**src/hw/div_config.svh**
```systemverilog
`ifndef DIV_CONFIG_SVH
`define DIV_CONFIG_SVH

// Operand and result width
`define DIV_XLEN 32

// Division lanes running in parallel, 2 or 8 also work
`define DIV_LANES 4

// Launch sequence tag width
`define DIV_TAG_W 8

// Result queue entries
`define DIV_QDEPTH 4

// APB byte address width
`define DIV_AW 5

`endif

```
**src/hw/div_pkg.sv**
```systemverilog
`default_nettype none

`include "div_config.svh"

package div_pkg;

  // Values follow the M-extension funct3 field
  // Bit 0 clear selects signed, bit 1 set selects remainder
  typedef enum logic [2:0] {
    OP_DIV  = 3'd4,
    OP_DIVU = 3'd5,
    OP_REM  = 3'd6,
    OP_REMU = 3'd7
  } div_op_e;

  // HOLD keeps the result until the collector takes it
  typedef enum logic [1:0] {
    IDLE = 2'd0,
    RUN  = 2'd1,
    HOLD = 2'd2
  } lane_state_e;

  // Byte offsets of the register words
  typedef enum logic [`DIV_AW-1:0] {
    REG_RS1    = 'h00,
    REG_RS2    = 'h04,
    REG_CMD    = 'h08,
    REG_STATUS = 'h0c,
    REG_RESULT = 'h10
  } div_reg_e;

endpackage

`default_nettype wire

```
**src/hw/div_collect.sv**
```systemverilog
`default_nettype none
`timescale 1ns/1ns

`include "div_config.svh"

module div_collect (
  input  logic                                  clk,
  input  logic                                  arst_n,
  input  logic [`DIV_LANES-1:0]                 lane_done,
  input  logic [`DIV_LANES-1:0][`DIV_XLEN-1:0]  lane_result,
  input  logic [`DIV_LANES-1:0][`DIV_TAG_W-1:0] lane_tag_out,
  output logic [`DIV_LANES-1:0]                 lane_ack,
  input  logic                                  q_pop,
  output logic                                  q_valid,
  output logic [2:0]                            q_count,
  output logic [`DIV_TAG_W-1:0]                 q_tag,
  output logic [`DIV_XLEN-1:0]                  q_result
);

  localparam int PW = $clog2(`DIV_QDEPTH);

  logic [`DIV_TAG_W-1:0] tag_mem [`DIV_QDEPTH];
  logic [`DIV_XLEN-1:0]  res_mem [`DIV_QDEPTH];
  logic [PW-1:0]         wr_ptr;
  logic [PW-1:0]         rd_ptr;
  logic [2:0]            count_q;
  logic                  full;
  logic                  push;
  logic [`DIV_TAG_W-1:0] pick_tag;
  logic [`DIV_XLEN-1:0]  pick_res;

  assign full = (count_q == 3'(`DIV_QDEPTH));

  // Fixed priority, lane 0 first, nothing taken while full
  assign lane_ack = full ? '0 : (lane_done & -lane_done);
  assign push     = |lane_ack;

  // Descending scan so the lowest finished lane ends up selected
  always_comb begin
    pick_tag = '0;
    pick_res = '0;
    for (int i = `DIV_LANES - 1; i >= 0; i--) begin
      if (lane_done[i]) begin
        pick_tag = lane_tag_out[i];
        pick_res = lane_result[i];
      end
    end
  end

  always_ff @(posedge clk or negedge arst_n) begin
    if (!arst_n) begin
      wr_ptr  <= '0;
      rd_ptr  <= '0;
      count_q <= '0;
    end else begin
      if (push) wr_ptr <= (wr_ptr == PW'(`DIV_QDEPTH - 1)) ? '0 : wr_ptr + 1'b1;
      if (q_pop) rd_ptr <= (rd_ptr == PW'(`DIV_QDEPTH - 1)) ? '0 : rd_ptr + 1'b1;
      // Push and pop together leave the count unchanged
      count_q <= count_q + 3'(push) - 3'(q_pop);
    end
  end

  always_ff @(posedge clk) begin
    if (push) begin
      tag_mem[wr_ptr] <= pick_tag;
      res_mem[wr_ptr] <= pick_res;
    end
  end

  assign q_valid  = (count_q != '0);
  assign q_count  = count_q;
  assign q_tag    = tag_mem[rd_ptr];
  assign q_result = res_mem[rd_ptr];

endmodule

`default_nettype wire

```
**src/hw/div_dispatch.sv**
```systemverilog
`default_nettype none
`timescale 1ns/1ns

`include "div_config.svh"

module div_dispatch (
  input  logic                  clk,
  input  logic                  arst_n,
  input  logic                  psel,
  input  logic                  penable,
  input  logic                  pwrite,
  input  logic [`DIV_AW-1:0]    paddr,
  input  logic [`DIV_XLEN-1:0]  pwdata,
  output logic [`DIV_XLEN-1:0]  prdata,
  output logic                  pready,
  output logic                  pslverr,
  input  logic [`DIV_LANES-1:0] lane_free,
  output logic [`DIV_LANES-1:0] lane_start,
  output logic [`DIV_XLEN-1:0]  lane_rs1,
  output logic [`DIV_XLEN-1:0]  lane_rs2,
  output div_pkg::div_op_e      lane_op,
  output logic [`DIV_TAG_W-1:0] lane_tag,
  input  logic                  q_valid,
  input  logic [2:0]            q_count,
  input  logic [`DIV_TAG_W-1:0] q_tag,
  input  logic [`DIV_XLEN-1:0]  q_result,
  output logic                  q_pop
);

  logic [`DIV_XLEN-1:0]  rs1_q;
  logic [`DIV_XLEN-1:0]  rs2_q;
  logic [`DIV_TAG_W-1:0] tag_q;
  logic                  access;
  logic                  cmd_wr;
  logic                  op_ok;
  logic                  any_free;
  logic                  launch;
  logic                  res_rd;
  logic [`DIV_XLEN-1:0]  status;

  // APB access phase
  assign access   = psel && penable;
  assign cmd_wr   = access && pwrite && (paddr == div_pkg::REG_CMD);
  assign res_rd   = access && !pwrite && (paddr == div_pkg::REG_RESULT);
  // Valid opcodes are 4 to 7
  assign op_ok    = pwdata[2];
  assign any_free = |lane_free;
  assign launch   = cmd_wr && op_ok && any_free;

  // Valid CMD waits for a lane, everything else has no wait state
  assign pready  = access && !(cmd_wr && op_ok && !any_free);
  assign pslverr = access && ((cmd_wr && !op_ok) || (res_rd && !q_valid));

  // Lowest free lane, isolated by two's complement
  assign lane_start = launch ? (lane_free & -lane_free) : '0;
  assign lane_rs1   = rs1_q;
  assign lane_rs2   = rs2_q;
  assign lane_op    = div_pkg::div_op_e'(pwdata[2:0]);
  assign lane_tag   = tag_q;
  assign q_pop      = res_rd && q_valid;

  always_ff @(posedge clk or negedge arst_n) begin
    if (!arst_n) begin
      rs1_q <= '0;
      rs2_q <= '0;
      tag_q <= '0;
    end else begin
      if (access && pwrite && paddr == div_pkg::REG_RS1) rs1_q <= pwdata;
      if (access && pwrite && paddr == div_pkg::REG_RS2) rs2_q <= pwdata;
      // Tag counter wraps naturally
      if (launch) tag_q <= tag_q + 1'b1;
    end
  end

  always_comb begin
    status = '0;
    status[0] = q_valid;
    status[1] = ~|lane_free;
    status[4:2] = q_count;
    // Head tag reads 0 while the queue is empty
    status[8 +: `DIV_TAG_W] = q_valid ? q_tag : '0;
    status[16 +: `DIV_TAG_W] = tag_q;
  end

  always_comb begin
    prdata = '0;
    if (psel && !pwrite) begin
      case (paddr)
        div_pkg::REG_RS1:    prdata = rs1_q;
        div_pkg::REG_RS2:    prdata = rs2_q;
        div_pkg::REG_STATUS: prdata = status;
        div_pkg::REG_RESULT: prdata = q_valid ? q_result : '0;
        default:             prdata = '0;
      endcase
    end
  end

endmodule

`default_nettype wire

```
**src/hw/div_lane.sv**
```systemverilog
`default_nettype none
`timescale 1ns/1ns

`include "div_config.svh"

module div_lane (
  input  logic                  clk,
  input  logic                  arst_n,
  input  logic                  start,
  input  logic [`DIV_XLEN-1:0]  rs1,
  input  logic [`DIV_XLEN-1:0]  rs2,
  input  div_pkg::div_op_e      op,
  input  logic [`DIV_TAG_W-1:0] tag_in,
  input  logic                  ack,
  output logic                  free,
  output logic                  done,
  output logic [`DIV_XLEN-1:0]  result,
  output logic [`DIV_TAG_W-1:0] tag_out
);

  div_pkg::lane_state_e  state_q;
  div_pkg::div_op_e      op_q;
  logic [`DIV_TAG_W-1:0] tag_q;
  logic                  rs1_neg_q;
  logic                  rs2_neg_q;
  logic [`DIV_XLEN-1:0]  rs1_q;
  logic [`DIV_XLEN-1:0]  result_q;
  logic [`DIV_XLEN-1:0]  dividend_abs;
  logic [`DIV_XLEN-1:0]  divisor_abs;
  logic                  signed_q;
  logic                  core_busy;
  logic                  core_done;
  logic                  core_zero;
  logic [`DIV_XLEN-1:0]  core_quo;
  logic [`DIV_XLEN-1:0]  core_rem;
  logic [`DIV_XLEN-1:0]  res_sel;

  // Magnitudes only for signed ops, the core is unsigned
  assign dividend_abs = (!op[0] && rs1[`DIV_XLEN-1]) ? -rs1 : rs1;
  assign divisor_abs  = (!op[0] && rs2[`DIV_XLEN-1]) ? -rs2 : rs2;

  divu_core u_core (
    .clk      (clk),
    .arst_n   (arst_n),
    .start    (start),
    .dividend (dividend_abs),
    .divisor  (divisor_abs),
    .busy     (core_busy),
    .done     (core_done),
    .div_zero (core_zero),
    .quotient (core_quo),
    .remainder(core_rem)
  );

  assign signed_q = !op_q[0];

  always_comb begin
    if (core_zero) begin
      // Zero divisor: quotient all ones, remainder is the dividend
      res_sel = op_q[1] ? rs1_q : '1;
    end else if (op_q[1]) begin
      // Remainder follows the dividend sign
      res_sel = (signed_q && rs1_neg_q) ? -core_rem : core_rem;
    end else begin
      res_sel = (signed_q && (rs1_neg_q ^ rs2_neg_q)) ? -core_quo : core_quo;
    end
  end

  always_ff @(posedge clk or negedge arst_n) begin
    if (!arst_n) begin
      state_q <= div_pkg::IDLE;
    end else begin
      case (state_q)
        div_pkg::IDLE: if (start) state_q <= div_pkg::RUN;
        div_pkg::RUN:  if (core_done) state_q <= div_pkg::HOLD;
        div_pkg::HOLD: if (ack) state_q <= div_pkg::IDLE;
        default:       state_q <= div_pkg::IDLE;
      endcase
    end
  end

  // Command fields captured at launch, result captured at finish
  always_ff @(posedge clk) begin
    if (start) begin
      op_q      <= op;
      tag_q     <= tag_in;
      rs1_neg_q <= rs1[`DIV_XLEN-1];
      rs2_neg_q <= rs2[`DIV_XLEN-1];
      rs1_q     <= rs1;
    end
    if (state_q == div_pkg::RUN && core_done) begin
      result_q <= res_sel;
    end
  end

  // Core must be idle too before a new launch
  assign free    = (state_q == div_pkg::IDLE) && !core_busy;
  assign done    = (state_q == div_pkg::HOLD);
  assign result  = result_q;
  assign tag_out = tag_q;

endmodule

`default_nettype wire

```
**src/hw/div_top.sv**
```systemverilog
`default_nettype none
`timescale 1ns/1ns

`include "div_config.svh"

module div_top (
  input  logic                 clk,
  input  logic                 arst_n,
  input  logic                 psel,
  input  logic                 penable,
  input  logic                 pwrite,
  input  logic [`DIV_AW-1:0]   paddr,
  input  logic [`DIV_XLEN-1:0] pwdata,
  output logic [`DIV_XLEN-1:0] prdata,
  output logic                 pready,
  output logic                 pslverr
);

  logic [`DIV_LANES-1:0]                 lane_start;
  logic [`DIV_LANES-1:0]                 lane_free;
  logic [`DIV_LANES-1:0]                 lane_done;
  logic [`DIV_LANES-1:0]                 lane_ack;
  logic [`DIV_XLEN-1:0]                  lane_rs1;
  logic [`DIV_XLEN-1:0]                  lane_rs2;
  div_pkg::div_op_e                      lane_op;
  logic [`DIV_TAG_W-1:0]                 lane_tag;
  logic [`DIV_LANES-1:0][`DIV_XLEN-1:0]  lane_result;
  logic [`DIV_LANES-1:0][`DIV_TAG_W-1:0] lane_tag_out;
  logic                                  q_valid;
  logic                                  q_pop;
  logic [2:0]                            q_count;
  logic [`DIV_TAG_W-1:0]                 q_tag;
  logic [`DIV_XLEN-1:0]                  q_result;

  // APB front end and launcher
  div_dispatch u_dispatch (
    .clk       (clk),
    .arst_n    (arst_n),
    .psel      (psel),
    .penable   (penable),
    .pwrite    (pwrite),
    .paddr     (paddr),
    .pwdata    (pwdata),
    .prdata    (prdata),
    .pready    (pready),
    .pslverr   (pslverr),
    .lane_free (lane_free),
    .lane_start(lane_start),
    .lane_rs1  (lane_rs1),
    .lane_rs2  (lane_rs2),
    .lane_op   (lane_op),
    .lane_tag  (lane_tag),
    .q_valid   (q_valid),
    .q_count   (q_count),
    .q_tag     (q_tag),
    .q_result  (q_result),
    .q_pop     (q_pop)
  );

  // Operand buses are shared, only the start bit is per lane
  for (genvar i = 0; i < `DIV_LANES; i++) begin : g_lane
    div_lane u_lane (
      .clk    (clk),
      .arst_n (arst_n),
      .start  (lane_start[i]),
      .rs1    (lane_rs1),
      .rs2    (lane_rs2),
      .op     (lane_op),
      .tag_in (lane_tag),
      .ack    (lane_ack[i]),
      .free   (lane_free[i]),
      .done   (lane_done[i]),
      .result (lane_result[i]),
      .tag_out(lane_tag_out[i])
    );
  end

  // Drains finished lanes into the result queue
  div_collect u_collect (
    .clk         (clk),
    .arst_n      (arst_n),
    .lane_done   (lane_done),
    .lane_result (lane_result),
    .lane_tag_out(lane_tag_out),
    .lane_ack    (lane_ack),
    .q_pop       (q_pop),
    .q_valid     (q_valid),
    .q_count     (q_count),
    .q_tag       (q_tag),
    .q_result    (q_result)
  );

endmodule

`default_nettype wire

```
**src/hw/divu_core.sv**
```systemverilog
`default_nettype none
`timescale 1ns/1ns

`include "div_config.svh"

module divu_core (
  input  logic                 clk,
  input  logic                 arst_n,
  input  logic                 start,
  input  logic [`DIV_XLEN-1:0] dividend,
  input  logic [`DIV_XLEN-1:0] divisor,
  output logic                 busy,
  output logic                 done,
  output logic                 div_zero,
  output logic [`DIV_XLEN-1:0] quotient,
  output logic [`DIV_XLEN-1:0] remainder
);

  // Counts completed steps, needs room for XLEN itself
  localparam int SW = $clog2(`DIV_XLEN) + 1;

  logic [SW-1:0]        step_q;
  logic                 busy_q;
  logic                 done_q;
  logic                 zero_q;
  // Dividend shifts out at the top while quotient bits enter at the bottom
  logic [`DIV_XLEN-1:0] quo_q;
  logic [`DIV_XLEN-1:0] rem_q;
  logic [`DIV_XLEN-1:0] dvs_q;
  logic [`DIV_XLEN-1:0] quo_in;
  logic [`DIV_XLEN-1:0] rem_in;
  logic [`DIV_XLEN-1:0] dvs_in;
  logic [`DIV_XLEN:0]   rem_shift;
  logic [`DIV_XLEN:0]   rem_diff;
  logic                 q_bit;

  // First step runs straight off the inputs in the start cycle
  assign quo_in = start ? dividend : quo_q;
  assign rem_in = start ? '0 : rem_q;
  assign dvs_in = start ? divisor : dvs_q;

  // Shift in next dividend bit, trial subtract
  assign rem_shift = {rem_in, quo_in[`DIV_XLEN-1]};
  assign rem_diff  = rem_shift - {1'b0, dvs_in};
  // No borrow means the divisor fits
  assign q_bit     = ~rem_diff[`DIV_XLEN];

  always_ff @(posedge clk or negedge arst_n) begin
    if (!arst_n) begin
      step_q <= '0;
      busy_q <= 1'b0;
      done_q <= 1'b0;
      zero_q <= 1'b0;
    end else begin
      done_q <= 1'b0;
      if (start) begin
        zero_q <= (divisor == '0);
        if (divisor == '0) begin
          // Nothing to iterate, report next cycle
          done_q <= 1'b1;
        end else begin
          busy_q <= 1'b1;
          step_q <= SW'(1);
        end
      end else if (busy_q) begin
        step_q <= step_q + 1'b1;
        if (step_q == SW'(`DIV_XLEN - 1)) begin
          busy_q <= 1'b0;
          done_q <= 1'b1;
        end
      end
    end
  end

  always_ff @(posedge clk) begin
    if (start || busy_q) begin
      quo_q <= {quo_in[`DIV_XLEN-2:0], q_bit};
      // Restore on borrow
      rem_q <= q_bit ? rem_diff[`DIV_XLEN-1:0] : rem_shift[`DIV_XLEN-1:0];
    end
    if (start) begin
      dvs_q <= divisor;
    end
  end

  assign busy      = busy_q;
  assign done      = done_q;
  assign div_zero  = zero_q;
  assign quotient  = quo_q;
  assign remainder = rem_q;

endmodule

`default_nettype wire

```
**config.mk**
```make
export PLATFORM = sky130hd
export DESIGN_NAME = div_top
export DESIGN_NICKNAME = d
export VERILOG_FILES = /design/src/hw/div_pkg.sv /design/src/hw/div_collect.sv /design/src/hw/div_dispatch.sv /design/src/hw/div_lane.sv /design/src/hw/div_top.sv /design/src/hw/divu_core.sv
export VERILOG_INCLUDE_DIRS = /design/src /design/src/hw
export SDC_FILE = /design/constraint.sdc
export NUM_CORES = 2
export LEC_CHECK = 0
export BUFFER_PORTS_ARGS = -buffer_cell sky130_fd_sc_hd__buf_2
export CORE_MARGIN = 3
export CORE_UTILIZATION = 50
export CTS_CLUSTER_SIZE = 25
export DETAILED_ROUTE_END_ITERATION = 8
export PLACE_DENSITY = 0.78
export RECOVER_POWER = 50
export SETUP_SLACK_MARGIN = 0.1
export SLEW_MARGIN = 15
export SYNTH_ARGS = -nofsm -noshare
export SYNTH_HDL_FRONTEND = slang
export SYNTH_SLANG_ARGS = --single-unit
```
**constraint.sdc**
```tcl
create_clock -name clk -period 6.7 [get_ports clk]
set_input_delay 0.67 -clock clk [delete_from_list [all_inputs] [get_ports clk]]
set_output_delay 0.67 -clock clk [all_outputs]
set_load 0.01 [all_outputs]
```
==> metrics.md <==
| Metric | Value |
|---|---|
| Die height | `331.1 µm` |
| Clock-pin slew on the worst setup and hold paths | `60 ps` |
| Failing checks | `max-capacitance violations, max-slew violations` |
| Achievable Freq | `0.1571 GHz` |
| NumNets Final | `5,320` |
| Number of synthesized register bits | `967` |
| Final WL | `176,400 µm` |
| Synth-to-Final Area Change | `11.37%` |
| Post-DRT Antenna Nets | `0` |
| EDFF count, synth | `716` |
| First-pass detailed-route iteration total | `9` |
| Max_cap viols | `28` |
| Crit end category | `flop` |
| Non-Filler Instances | `6,601` |
| Setup WS pre-CTS | `-25.61 ps` |
| RSZ-0062 raised after global routing | `no` |
| GRT Util Overall | `0.3155` |
| Count of final setup violators | `0` |
| Layout cells sized above 1 | `0.1016` |
| Worst EP arrival | `6790 ps` |
| Fin. Hold Viols | `0` |
| Post-route setup slack | `335.2 ps` |
| Post-route minimum period | `6365 ps` |
| Vias per Instance | `6.358` |
| Clk_skew | `38.64 ps` |
| Worst setup SP type | `flop` |
| IO Port Bufs | `75` |
| Power, Total | `13.70 mW` |
| Synth warn | `0` |
| Crit path kind | `flop to flop` |
| Clock insertion delay at the later pin of the skew report | `710 ps` |
| Top cell type's share of synthesized area | `0.4068` |
| Max Root-Sink Buffers | `3` |
| Final Max Slew Viols | `1,055` |
| Critical-path maximum fanout | `12` |
| DR iter-0 viols | `6,134` |
| Rel. slew slack | `-1.321` |
| Leading cell type in the layout, fill and taps excluded | `edfxtp_1` |
| Cells after Synth | `5,054` |
| Peak supply drop | `0.2883 mV` |
| RePlAce Congestion | `1.006` |
| Core area | `104,200 µm²` |
| CTS tree | `done` |
| Syn_nets | `5,247` |
| Starting density of the core | `0.5070` |
| # rows | `118` |
| Global-route wire length before repair | `254,800 µm` |
| Flop2flop setup slack | `340 ps` |
| Chip width | `331.1 µm` |
| Worst hold-check path type | `input port to flop` |
| Die area | `109,600 µm²` |
| Outcome | `complete, but fails checks` |
| Via count | `41.97k` |
| Num CTS Buffers | `102` |
| Most frequent cells in the layout | `716 x edfxtp_1, 549 x nand2_1, 493 x o21ai_0, 292 x nor2_1, 287 x a21oi_1` |
| Pleak | `21.27 nW` |
| Post-synthesis cell area | `52,850 µm²` |
| Tcrit/Tclk final | `0.9500` |
| Syn Area/Cell | `10.46 µm²` |
| Clk sink count | `967` |
| Synth Flop Type | `edfxtp_1` |
| Initial antenna violation count | `7` |
| Number of global-route vias before repair | `39.02k` |
| Yosys cell types | `86` |
| Yosys top cell by area | `edfxtp_1` |
| Critical Path RT | `7130 ps` |
| H-tree levels | `3` |
| Total gr overflow | `0` |
| Placed cells | `6,396` |
| Ys async rst share | `0.1272` |
| Synth top area cells | `edfxtp_1 41%, dfrtp_1 5.8%, dfxtp_1 4.8%` |
| Power Density | `232.8 nW/µm²` |
| Largest net degree at the start of global routing | `105` |
| Sequential cell area fraction in the yosys report | `0.5136` |
| # DRC | `0` |
| Post-DP HPWL | `128,000 µm` |
| Routed WL per cell | `26.73 µm` |
| I/O Pins | `76` |
| CTS Root Cell | `clkbuf_16` |
| Worst-margin pin slew | `3469 ps` |
-- sequential cells by signal, summed over array words and instances (netlist names), 32 cells and up --
name                            cells
g_lane.u_lane.result              128
u_dispatch.lane_rs2                32
u_collect.res_mem                 128
g_lane.u_lane.rs1_q               128
u_dispatch.lane_rs1                32
u_collect.tag_mem                  32
g_lane.u_lane.u_core.dvs_q        128
g_lane.u_lane.u_core.remainder    128
g_lane.u_lane.u_core.quotient     128
g_lane.u_lane.tag_out              32
-- final cells by class --
class,count,area (µm²)
fillers,8725,45380
diodes,4,10.01
clock buffers,127,2760
repair buffers,230,1408
clock inverters,67,854.6
flip-flops and latches,967,27150
inverters,228,858.3
well taps,1380,1727
multi-input cells,3598,24090
-- cells in the mapped netlist (all sizes together), types with 123 or more instances --
| master | count |
|---|---|
| ha | 146 |
| inv | 227 |
| clkbuf | 227 |
| dfxtp | 128 |
| and2 | 123 |
| dfrtp | 123 |
| xor2 | 216 |
| nor2 | 299 |
| o21ai | 507 |
| nand2 | 551 |
| edfxtp | 716 |
| a21oi | 287 |
| xnor2 | 211 |
| a22oi | 222 |
-- report_power, final --
group / total, mW / switching, mW / internal (mW)
sequential: 6.58 / 0.124 / 6.45
clock: 6.15 / 2.52 / 3.63
combinational: 0.976 / 0.672 / 0.304
total: 13.7 / 3.31 / 10.4
-- critical path, stage by stage (launching register included) --
cell and delay (ps):
dfrtp_1 520, or4_1 580, nor4_1 550, a21oi_1 170
xnor2_1 690, clkbuf_1 690, o21ai_0 230, inv_1 100
ha_1 300, a21oi_1 170, o21ai_0 190, o211ai_1 230
and2_1 230, a211oi_2 70, o21ai_1 340, o21ai_1 120
buf_4 180, xor2_4 190, inv_1 170, mux2_2 360
-- path summary, 6_finish.rpt --
| path | start | end | cells past startpoint |
|---|---|---|---|
| max in group asynchronous | arst_n | g_lane[0].u_lane.u_core.div_zero | 3 |
| setup / recovery | u_dispatch.lane_rs2[3] | g_lane[3].u_lane.u_core.remainder[12] | 19 |
| hold / removal | pwdata[15] | u_dispatch.lane_rs2[15] | 2 |
| min in group asynchronous | arst_n | u_collect.rd_ptr[1] | 2 |
| setup reg to reg | u_dispatch.lane_rs2[3] | g_lane[3].u_lane.u_core.remainder[12] | 19 |
| hold reg to reg | g_lane[3].u_lane.u_core.done | g_lane[3].u_lane.state_q[0] | 1 |
-- metrics by stage --
step | utilization | cell area, µm² | hold slack [ps] | TNS [ps]
floorplan | - | 52850 | 374.4 | 0
global placement | 0.5314 | 55390 | 444.4 | 0
detailed placement | 0.5314 | 55390 | 452.5 | -25.61
CTS | 0.5664 | 59040 | 215.0 | 0
global route | 0.5646 | 58850 | 233.0 | 0
finish | 0.5647 | 58860 | 228.7 | 0
-- timing repair --
action                                  CTS  global route
hold buffers                              1             0
setup buffers                             1             5
hold endpoints to repair                 57             0
endpoints found under the setup margin   32           130
gates resized for setup                   2            16
pin swaps                                 1             4
-- cells by family (layout without fill, tap and decap cells) --
family / count (synthesis) / count (layout) / synth area share
flops: 967 / 967 / 0.5136
mux: 238 / 238 / 0.05670
buf+inv: 489 / 652 / 0.03532
other cells: 0 / 4 / 0
simple gates: 1391 / 1391 / 0.1242
fa+ha+maj: 151 / 151 / 0.03646
compound gates: 1391 / 1391 / 0.1630
xor+xnor: 427 / 427 / 0.07076
-- per-layer routing --
layer  GRT usage  vias to the layer above  share of wire
met3     0.09329                      510           0.14
li1            -                    18650              -
met2      0.4472                     2707           0.41
met5           0                        -        0.00033
met4      0.1978                        8          0.078
met1      0.4234                    20100           0.38
Power figures use the tool's default switching activity.
